<file path="src/logic/tcb_pkg.sv">
package tcb_pkg;

  ////////////////////////////////////////////////////////////
  // bus widths
  ////////////////////////////////////////////////////////////

  // address selects one of four registers
  localparam int unsigned ADR_W = 2;

  // data word
  localparam int unsigned DAT_W = 16;

  ////////////////////////////////////////////////////////////
  // register map
  ////////////////////////////////////////////////////////////

  typedef enum logic [ADR_W-1:0] {
    // write pushes tx byte, read pops rx byte
    REG_DATA   = 2'd0,
    // fifo loads and framing error flag
    REG_STATUS = 2'd1,
    // bit period divider
    REG_BAUD   = 2'd2,
    // write only, clears the error flag
    REG_CLEAR  = 2'd3
  } reg_adr_t;

endpackage: tcb_pkg

</file>
<file path="src/logic/uart_pkg.sv">
package uart_pkg;

  ////////////////////////////////////////////////////////////
  // frame format
  ////////////////////////////////////////////////////////////

  // data bits per frame, 8N1 only
  localparam int unsigned DATA_BITS = 8;

  ////////////////////////////////////////////////////////////
  // serializer states
  ////////////////////////////////////////////////////////////

  // transmit side
  typedef enum logic [1:0] {
    TX_IDLE,
    TX_START,
    TX_DATA,
    TX_STOP
  } tx_state_t;

  // receive side
  typedef enum logic [1:0] {
    RX_IDLE,
    RX_START,
    RX_DATA,
    RX_STOP
  } rx_state_t;

endpackage: uart_pkg

</file>
<file path="src/logic/uart_fifo.sv">
`timescale 1ns/100ps

module uart_fifo #(
  parameter int unsigned FIFO_SZ = 8,
  parameter int unsigned DW = 8,
  localparam int unsigned AW = $clog2(FIFO_SZ),
  localparam int unsigned CW = $clog2(FIFO_SZ+1)
)(
  input  logic          clk,
  input  logic          rst,
  // write side stream
  input  logic          sti_vld,
  input  logic [DW-1:0] sti_dat,
  output logic          sti_rdy,
  // read side stream
  output logic          sto_vld,
  output logic [DW-1:0] sto_dat,
  input  logic          sto_rdy,
  // number of stored entries
  output logic [CW-1:0] cnt
);

  // storage and pointers
  logic [DW-1:0] mem [FIFO_SZ];
  logic [AW-1:0] wr_adr;
  logic [AW-1:0] rd_adr;
  logic          sti_trn;
  logic          sto_trn;

  ////////////////////////////////////////////////////////////
  // write side
  ////////////////////////////////////////////////////////////

  assign sti_trn = sti_vld & sti_rdy;

  // wrap at depth, depth need not be a power of two
  always_ff @(posedge clk or posedge rst) begin
    if (rst) begin
      wr_adr <= '0;
    end else if (sti_trn) begin
      wr_adr <= (wr_adr == AW'(FIFO_SZ-1)) ? '0 : wr_adr + 1'b1;
    end
  end

  always_ff @(posedge clk) begin
    if (sti_trn) begin
      mem[wr_adr] <= sti_dat;
    end
  end

  ////////////////////////////////////////////////////////////
  // read side
  ////////////////////////////////////////////////////////////

  assign sto_trn = sto_vld & sto_rdy;

  always_ff @(posedge clk or posedge rst) begin
    if (rst) begin
      rd_adr <= '0;
    end else if (sto_trn) begin
      rd_adr <= (rd_adr == AW'(FIFO_SZ-1)) ? '0 : rd_adr + 1'b1;
    end
  end

  // head entry shows without a clock
  assign sto_dat = mem[rd_adr];

  ////////////////////////////////////////////////////////////
  // load counter
  ////////////////////////////////////////////////////////////

  always_ff @(posedge clk or posedge rst) begin
    if (rst) begin
      cnt <= '0;
    end else begin
      cnt <= cnt + CW'(sti_trn) - CW'(sto_trn);
    end
  end

  // full and empty both come from the counter
  assign sti_rdy = (cnt != CW'(FIFO_SZ));
  assign sto_vld = (cnt != '0);

endmodule: uart_fifo

</file>
<file path="src/logic/uart_regs.sv">
`timescale 1ns/100ps

module uart_regs #(
  parameter int unsigned FIFO_SZ = 8,
  parameter int unsigned DIV_W = 12,
  localparam int unsigned CW = $clog2(FIFO_SZ+1)
)(
  input  logic                           clk,
  input  logic                           rst,
  // host bus
  input  logic                           tcb_vld,
  input  logic                           tcb_wen,
  input  logic [tcb_pkg::ADR_W-1:0]      tcb_adr,
  input  logic [tcb_pkg::DAT_W-1:0]      tcb_wdt,
  output logic [tcb_pkg::DAT_W-1:0]      tcb_rdt,
  // tx fifo push side
  output logic                           tx_vld,
  output logic [uart_pkg::DATA_BITS-1:0] tx_dat,
  input  logic [CW-1:0]                  tx_cnt,
  // rx fifo pop side
  output logic                           rx_rdy,
  input  logic                           rx_vld,
  input  logic [uart_pkg::DATA_BITS-1:0] rx_dat,
  input  logic [CW-1:0]                  rx_cnt,
  // from the deserializer
  input  logic                           frame_err,
  // shared bit period
  output logic [DIV_W-1:0]               baud_div
);

  tcb_pkg::reg_adr_t           adr;
  logic                        wr;
  logic                        rd;
  logic                        err;
  logic [tcb_pkg::DAT_W-1:0]   status;

  ////////////////////////////////////////////////////////////
  // access decode
  ////////////////////////////////////////////////////////////

  assign adr = tcb_pkg::reg_adr_t'(tcb_adr);
  assign wr  = tcb_vld &  tcb_wen;
  assign rd  = tcb_vld & ~tcb_wen;

  // data register maps straight onto the fifo strobes
  // a full tx fifo simply refuses the push
  assign tx_vld = wr && (adr == tcb_pkg::REG_DATA);
  assign tx_dat = tcb_wdt[uart_pkg::DATA_BITS-1:0];
  // pop only happens if rx fifo is not empty
  assign rx_rdy = rd && (adr == tcb_pkg::REG_DATA);

  ////////////////////////////////////////////////////////////
  // control registers
  ////////////////////////////////////////////////////////////

  // 433 matches 115200 baud from a 50 MHz clock
  always_ff @(posedge clk or posedge rst) begin
    if (rst) begin
      baud_div <= DIV_W'(433);
    end else if (wr && (adr == tcb_pkg::REG_BAUD)) begin
      baud_div <= tcb_wdt[DIV_W-1:0];
    end
  end

  // sticky error, a new error beats a clear
  always_ff @(posedge clk or posedge rst) begin
    if (rst) begin
      err <= 1'b0;
    end else if (frame_err) begin
      err <= 1'b1;
    end else if (wr && (adr == tcb_pkg::REG_CLEAR)) begin
      err <= 1'b0;
    end
  end

  ////////////////////////////////////////////////////////////
  // read data
  ////////////////////////////////////////////////////////////

  // error in 15, rx load in 11:8, tx load in 3:0
  assign status = {err, 3'b000, 4'(rx_cnt), 4'b0000, 4'(tx_cnt)};

  // one cycle response, zero when nothing was read
  always_ff @(posedge clk or posedge rst) begin
    if (rst) begin
      tcb_rdt <= '0;
    end else if (rd) begin
      case (adr)
        tcb_pkg::REG_DATA: begin
          tcb_rdt <= rx_vld ? {{(tcb_pkg::DAT_W-uart_pkg::DATA_BITS){1'b0}}, rx_dat} : '0;
        end
        tcb_pkg::REG_STATUS: tcb_rdt <= status;
        tcb_pkg::REG_BAUD:   tcb_rdt <= {{(tcb_pkg::DAT_W-DIV_W){1'b0}}, baud_div};
        default:             tcb_rdt <= '0;
      endcase
    end else begin
      tcb_rdt <= '0;
    end
  end

endmodule: uart_regs

</file>
<file path="src/logic/uart_rx.sv">
`timescale 1ns/100ps

module uart_rx #(
  parameter int unsigned DIV_W = 12
)(
  input  logic                           clk,
  input  logic                           rst,
  // bit period is baud_div+1 clocks
  input  logic [DIV_W-1:0]               baud_div,
  // serial line
  input  logic                           rxd,
  // byte stream into the rx fifo, no back pressure
  output logic                           dat_vld,
  output logic [uart_pkg::DATA_BITS-1:0] dat,
  // one cycle pulse on a low stop bit
  output logic                           frame_err
);

  uart_pkg::rx_state_t                    state;
  logic [1:0]                             sync;
  logic                                   rxd_s;
  logic [DIV_W-1:0]                       cnt;
  logic [$clog2(uart_pkg::DATA_BITS)-1:0] idx;
  logic                                   bit_mid;

  ////////////////////////////////////////////////////////////
  // input synchronizer
  ////////////////////////////////////////////////////////////

  // idle line is high
  always_ff @(posedge clk or posedge rst) begin
    if (rst) begin
      sync <= 2'b11;
    end else begin
      sync <= {sync[0], rxd};
    end
  end

  assign rxd_s = sync[1];

  // counter hits zero at the sample point
  assign bit_mid = (cnt == '0);

  ////////////////////////////////////////////////////////////
  // frame sampler
  ////////////////////////////////////////////////////////////

  always_ff @(posedge clk or posedge rst) begin
    if (rst) begin
      state     <= uart_pkg::RX_IDLE;
      cnt       <= '0;
      idx       <= '0;
      dat_vld   <= 1'b0;
      frame_err <= 1'b0;
    end else begin
      // strobes last one cycle
      dat_vld   <= 1'b0;
      frame_err <= 1'b0;
      if (!bit_mid) begin
        cnt <= cnt - 1'b1;
      end
      case (state)
        uart_pkg::RX_IDLE: begin
          // falling edge, wait half a bit
          if (!rxd_s) begin
            state <= uart_pkg::RX_START;
            cnt   <= baud_div >> 1;
          end
        end
        uart_pkg::RX_START: begin
          if (bit_mid) begin
            // glitch, not a real start bit
            if (rxd_s) begin
              state <= uart_pkg::RX_IDLE;
            end else begin
              state <= uart_pkg::RX_DATA;
              cnt   <= baud_div;
              idx   <= '0;
            end
          end
        end
        uart_pkg::RX_DATA: begin
          if (bit_mid) begin
            cnt <= baud_div;
            idx <= idx + 1'b1;
            if (idx == 3'(uart_pkg::DATA_BITS-1)) begin
              state <= uart_pkg::RX_STOP;
            end
          end
        end
        default: begin
          // mid stop bit decides keep or drop
          if (bit_mid) begin
            state     <= uart_pkg::RX_IDLE;
            dat_vld   <= rxd_s;
            frame_err <= !rxd_s;
          end
        end
      endcase
    end
  end

  // lsb arrives first so shift in from the top
  always_ff @(posedge clk) begin
    if (state == uart_pkg::RX_DATA && bit_mid) begin
      dat <= {rxd_s, dat[uart_pkg::DATA_BITS-1:1]};
    end
  end

endmodule: uart_rx

</file>
<file path="src/logic/uart_top.sv">
`timescale 1ns/100ps

module uart_top #(
  parameter int unsigned FIFO_SZ = 8,
  parameter int unsigned DIV_W = 12,
  localparam int unsigned CW = $clog2(FIFO_SZ+1)
)(
  input  logic                      clk,
  input  logic                      rst,
  // host bus
  input  logic                      tcb_vld,
  input  logic                      tcb_wen,
  input  logic [tcb_pkg::ADR_W-1:0] tcb_adr,
  input  logic [tcb_pkg::DAT_W-1:0] tcb_wdt,
  output logic [tcb_pkg::DAT_W-1:0] tcb_rdt,
  // serial lines
  input  logic                      rxd,
  output logic                      txd
);

  // tx path from regs through the fifo to the serializer
  logic                           tx_vld;
  logic [uart_pkg::DATA_BITS-1:0] tx_dat;
  logic                           ser_vld;
  logic                           ser_rdy;
  logic [uart_pkg::DATA_BITS-1:0] ser_dat;
  logic [CW-1:0]                  tx_cnt;

  // rx path from the deserializer through the fifo to regs
  logic                           des_vld;
  logic [uart_pkg::DATA_BITS-1:0] des_dat;
  logic                           rx_vld;
  logic                           rx_rdy;
  logic [uart_pkg::DATA_BITS-1:0] rx_dat;
  logic [CW-1:0]                  rx_cnt;

  logic                           frame_err;
  logic [DIV_W-1:0]               baud_div;

  ////////////////////////////////////////////////////////////
  // register block
  ////////////////////////////////////////////////////////////

  uart_regs #(.FIFO_SZ(FIFO_SZ), .DIV_W(DIV_W)) regs (
    .clk, .rst,
    .tcb_vld, .tcb_wen, .tcb_adr, .tcb_wdt, .tcb_rdt,
    .tx_vld, .tx_dat, .tx_cnt,
    .rx_rdy, .rx_vld, .rx_dat, .rx_cnt,
    .frame_err, .baud_div
  );

  ////////////////////////////////////////////////////////////
  // transmit path
  ////////////////////////////////////////////////////////////

  // a full fifo refuses the push and the write is lost
  uart_fifo #(.FIFO_SZ(FIFO_SZ), .DW(uart_pkg::DATA_BITS)) tx_fifo (
    .clk, .rst,
    .sti_vld(tx_vld),  .sti_dat(tx_dat),  .sti_rdy(),
    .sto_vld(ser_vld), .sto_dat(ser_dat), .sto_rdy(ser_rdy),
    .cnt(tx_cnt)
  );

  uart_tx #(.DIV_W(DIV_W)) tx (
    .clk, .rst, .baud_div,
    .dat_vld(ser_vld), .dat(ser_dat), .dat_rdy(ser_rdy),
    .txd
  );

  ////////////////////////////////////////////////////////////
  // receive path
  ////////////////////////////////////////////////////////////

  uart_rx #(.DIV_W(DIV_W)) rx (
    .clk, .rst, .baud_div, .rxd,
    .dat_vld(des_vld), .dat(des_dat),
    .frame_err
  );

  // deserializer cannot wait so a full fifo loses the byte
  uart_fifo #(.FIFO_SZ(FIFO_SZ), .DW(uart_pkg::DATA_BITS)) rx_fifo (
    .clk, .rst,
    .sti_vld(des_vld), .sti_dat(des_dat), .sti_rdy(),
    .sto_vld(rx_vld),  .sto_dat(rx_dat),  .sto_rdy(rx_rdy),
    .cnt(rx_cnt)
  );

endmodule: uart_top

</file>
<file path="src/logic/uart_tx.sv">
`timescale 1ns/100ps

module uart_tx #(
  parameter int unsigned DIV_W = 12
)(
  input  logic                          clk,
  input  logic                          rst,
  // bit period is baud_div+1 clocks
  input  logic [DIV_W-1:0]              baud_div,
  // byte stream from the tx fifo
  input  logic                          dat_vld,
  input  logic [uart_pkg::DATA_BITS-1:0] dat,
  output logic                          dat_rdy,
  // serial line
  output logic                          txd
);

  uart_pkg::tx_state_t                 state;
  logic [DIV_W-1:0]                    cnt;
  logic [$clog2(uart_pkg::DATA_BITS)-1:0] idx;
  logic [uart_pkg::DATA_BITS-1:0]      shift;
  logic                                bit_end;

  // only take a byte between frames
  assign dat_rdy = (state == uart_pkg::TX_IDLE);

  assign bit_end = (cnt == '0);

  ////////////////////////////////////////////////////////////
  // frame sequencer
  ////////////////////////////////////////////////////////////

  always_ff @(posedge clk or posedge rst) begin
    if (rst) begin
      state <= uart_pkg::TX_IDLE;
      cnt   <= '0;
      idx   <= '0;
      txd   <= 1'b1;
    end else begin
      // count down inside every bit
      if (!bit_end) begin
        cnt <= cnt - 1'b1;
      end
      case (state)
        uart_pkg::TX_IDLE: begin
          // pop, start bit goes out next cycle
          if (dat_vld) begin
            state <= uart_pkg::TX_START;
            cnt   <= baud_div;
            txd   <= 1'b0;
          end
        end
        uart_pkg::TX_START: begin
          if (bit_end) begin
            state <= uart_pkg::TX_DATA;
            cnt   <= baud_div;
            idx   <= '0;
            txd   <= shift[0];
          end
        end
        uart_pkg::TX_DATA: begin
          if (bit_end) begin
            cnt <= baud_div;
            if (idx == 3'(uart_pkg::DATA_BITS-1)) begin
              state <= uart_pkg::TX_STOP;
              txd   <= 1'b1;
            end else begin
              idx <= idx + 1'b1;
              txd <= shift[1];
            end
          end
        end
        default: begin
          // stop bit, line already high
          if (bit_end) begin
            state <= uart_pkg::TX_IDLE;
          end
        end
      endcase
    end
  end

  // lsb first, shift on every data bit boundary
  always_ff @(posedge clk) begin
    if (dat_rdy && dat_vld) begin
      shift <= dat;
    end else if (state == uart_pkg::TX_DATA && bit_end) begin
      shift <= shift >> 1;
    end
  end

endmodule: uart_tx

</file>
<file path="config.mk">
export PLATFORM = sky130hd
export DESIGN_NAME = uart_top
export DESIGN_NICKNAME = d
export VERILOG_FILES = /design/src/logic/tcb_pkg.sv /design/src/logic/uart_pkg.sv /design/src/logic/uart_fifo.sv /design/src/logic/uart_regs.sv /design/src/logic/uart_rx.sv /design/src/logic/uart_top.sv /design/src/logic/uart_tx.sv
export SDC_FILE = /design/constraint.sdc
export NUM_CORES = 1
export LEC_CHECK = 0
export ABC_CLOCK_PERIOD_IN_PS = 4700
export BUFFER_PORTS_ARGS = -buffer_cell sky130_fd_sc_hd__buf_4
export CAP_MARGIN = 20
export CORE_ASPECT_RATIO = 0.6
export CORE_MARGIN = 1
export CORE_UTILIZATION = 60
export DETAILED_ROUTE_END_ITERATION = 8
export PLACE_DENSITY = 0.78
export SKIP_LAST_GASP = 1
export SYNTH_ARGS = -nofsm -noshare
export SYNTH_HDL_FRONTEND = slang
export SYNTH_SLANG_ARGS = --single-unit
</file>
<file path="constraint.sdc">
create_clock -name clk -period 4.7 [get_ports clk]
set_input_delay 0.705 -clock clk [delete_from_list [all_inputs] [get_ports clk]]
set_output_delay 0.705 -clock clk [all_outputs]
set_load 0.01 [all_outputs]
</file>
==> results by group <==
Run status
  – Status: finished, final reports clean

Place
  – GPL Wtd Cong: 0.9379
  – Port buffer count: 32
  – Post-DP HPWL: 15.15 mm

Timing
  – Worst slew pin tran: 1081 ps
  – Slew HR: 27.69%
  – Clk_skew: 8.319 ps
  – Worst hold slack: 310.8 ps
  – Fmax: 0.3475 GHz
  – TNS Setup: 0 ps
  – Final hold violations: 0
  – Period minus WS final: around 2900 ps
  – Final setup viols: 0
  – Final period util: 61.23%
  – RSZ-0062 raised after global routing: false
  – Max Slew Vio Count: 0

Clocking
  – Post_cts resized: 0
  – CTS tree: yes
  – Clock buffer depth: 3
  – Sink Count: about 230
  – Cts hold-fix bufs: 0
  – CTS Buf Count: 21
  – Worst-path clk slew: 70 ps
  – Worst-Skew Late Latency: about 500 ps
  – Clock root buffer: clkbuf_16
  – H-tree lvl count: 1
  – Post-CTS Setup Repair Bufs: 0

Layout
  – Most frequent cells in the layout: edfxtp_1 (144), dfrtp_1 (77), nand2_1 (59), buf_4 (42), nor2_1 (41)
  – Commonest non-fill, non-tap cell in the layout: edfxtp_1
  – Area of the multi-input gates: 3547 um2
  – Register Area: 6461 um2
  – Synthesis-to-layout area growth: 12.00%
  – Ratio of cells with drive above 1 in the final layout: 20.13%
  – Filler Cell Count: 1092
  – Antenna cells: 0
  – Fin nets: around 800

Detailed routing
  – Total Wirelength: about 22 mm
  – Antenna Nets Post-Route: 0
  – Vias per inst: 6.372
  – Initial DRC count: between 600 and 700
  – DRC Markers: 0
  – Vias: 6359
  – WL/cell: 22.48 um
  – First-pass iteration count of the detailed router: 6

Setup path
  – Worst setup EP type: register
  – Arr. time, crit path: 3270 ps
  – Critical path class: register to register
  – Worst path required time: 5090 ps
  – Crit path max fanout: 9
  – Critical path startpoint category: register

Pwr
  – Switching Share: 33.36%
  – Reg power frac: 43.1%
  – Internal power: 0.004498 W
  – P_sw: around 0.0023 W
  – Pwr/cell area: 586.6 nW/um2
  – PnR Total Power: ~0.0067 W
  – Gate power share: 29.5%
  – Clk network pwr share: 27.4%
  – Leakage: about 4.4 nW
  – Worst VDD drop: 0.2720 mV

Synthesis
  – Post-synthesis register bit count: 229
  – Ys async rst share: 37.12%
  – Mapped Avg Cell Area: approximately 14 um2
  – Post-synth EDFFs: around 140
  – Synth Instances: 719
  – Post-synthesis sequential area ratio: roughly 63%
  – Post-synth top area share: between 40 and 50%
  – Prevailing post-synth register cell: edfxtp_1
  – Synth unique cells: 66
  – Synth Warn #: 0
  – Cell Area, Synth: 10270 um2
  – Synth top area cells: edfxtp_1 (42%), dfrtp_1 (19%), mux4_2 (5.5%)
  – Synth area leader: edfxtp_1

Run
  – Maxcap violations: 0

Floorplan
  – I/O pin total: 40
  – Row count: 36
  – Die area: 17670 um2
  – Initial core utilization: 62.32%
  – Die width: 170.9 um
  – Die H: 103.4 um
  – Core area: 16490 um2

Global route
  – Gr usage total: 26.76%
  – Global route overflow: 0
  – Initial antenna violation count: 0
  – Largest net degree at the start of global routing: 53
  – Vias in the first global route: 6199
  – First-pass GRT wire length: between 30 and 40 mm

Hold path
  – Hold Path Class: input port to register
## routing by layer
layer | up-vias | GRT usage (%) | share of wire [%]
li1 | 2779 | - | -
met1 | 3209 | 42.06 | 44
met2 | 338 | 40.06 | 44
met3 | 33 | 3.919 | 10
met4 | 0 | 5.769 | 1.5
met5 | - | 0 | 0
## layout make-up
class,instances,share of cell area [%]
multi-input cells,430,30.83
clock inverters,15,1.870
well taps,228,2.479
flip-flops and latches,229,56.16
clock buffers,22,4.600
repair buffers,44,3.077
inverters,30,0.9896
## synth_stat cells (all sizes together), types with 2 or more instances
library cell	number
nand3	11
nand3b	2
buf	19
o2bb2ai	9
xnor2	5
mux2	28
o211ai	2
nor4	5
nor3	21
and2	3
o221ai	2
a21oi	29
a221o	3
a21o	10
nor2	42
nor2b	9
a211oi	2
or3	4
fa	2
edfxtp	144
nand2b	12
a21boi	3
ha	32
o22ai	3
clkbuf	13
nor3b	5
mux4	32
dfrtp	77
inv	30
dfstp	8
xor2	6
a22oi	15
o21ai	30
a31oi	2
nand4	3
nand2	60
mux2i	13
and3	3
a22o	4
a2111oi	3
## metrics by stage
stage	setup WS [ps]	instances	area, um2	util, %
floorplan	1815	721	10280	-
detailed placement	1644	958	10720	65.00
finish	1822	998	11510	69.79
CTS	1712	995	11460	69.51
global placement	1743	958	10720	65.00
global route	1643	998	11510	69.79
## critical path, cell delays in order, from the launching register on
cell	delay, ps
dfrtp_1	390
inv_1	100
ha_1	220
a211oi_2	570
nand2_1	270
inv_1	120
ha_1	230
inv_1	70
ha_1	170
inv_1	60
fa_1	420
xnor2_1	140
## flip-flops by register name, indices dropped and copies added (netlist names), 4 cells and up
| name | flops |
|---|---|
| rx.dat | 8 |
| tx.shift | 8 |
| tx_fifo.cnt | 4 |
| rx.cnt | 12 |
| tx_fifo.mem | 64 |
| rx_fifo.mem | 64 |
| tx.cnt | 12 |
| regs.baud_div | 12 |
| rx_fifo.cnt | 4 |
| regs.tcb_rdt | 13 |
## final timing paths
path | endpoint | depth (start not counted) | start | slack (ps)
worst min-delay path | rx.sync[0]$_DFF_PP1_ | 1 | rxd | 310
worst max-delay path | rx_fifo.cnt[2]$_DFF_PP0_ | 11 | rx_fifo.cnt[2]$_DFF_PP0_ | 1820
min in group asynchronous | tx_fifo.cnt[2]$_DFF_PP0_ | 2 | rst | 360
worst max register to register | rx_fifo.cnt[2]$_DFF_PP0_ | 11 | rx_fifo.cnt[2]$_DFF_PP0_ | 1820
max in group asynchronous | tx.txd$_DFFE_PP1P_ | 3 | rst | 3350
worst min register to register | rx.sync[1]$_DFF_PP1_ | 0 | rx.sync[0]$_DFF_PP1_ | 360
## kinds of logic (layout without fill, tap and decap cells)
kind of cell	Yosys count	count (layout)	synth area share, %
simple gates	183	183	9.024
xor+xnor	11	11	0.9377
fa+ha+maj	34	34	4.287
other cells	1	3	0.03650
mux	73	73	11.61
compound gates	126	126	8.464
buf+inv	62	111	2.752
flops	229	229	62.89
## power groups by stage
stage / clock network, W / registers [W] / logic [W]
floorplan: 0 / 0.00269 / 0.00163
global placement: 0 / 0.00293 / 0.00178
detailed placement: 0 / 0.00296 / 0.00188
CTS: 0.00186 / 0.00293 / 0.00192
global route: 0.00193 / 0.00295 / 0.00220
finish: 0.00185 / 0.00291 / 0.00199
No activity file was read; power rests on OpenSTA's default activity.
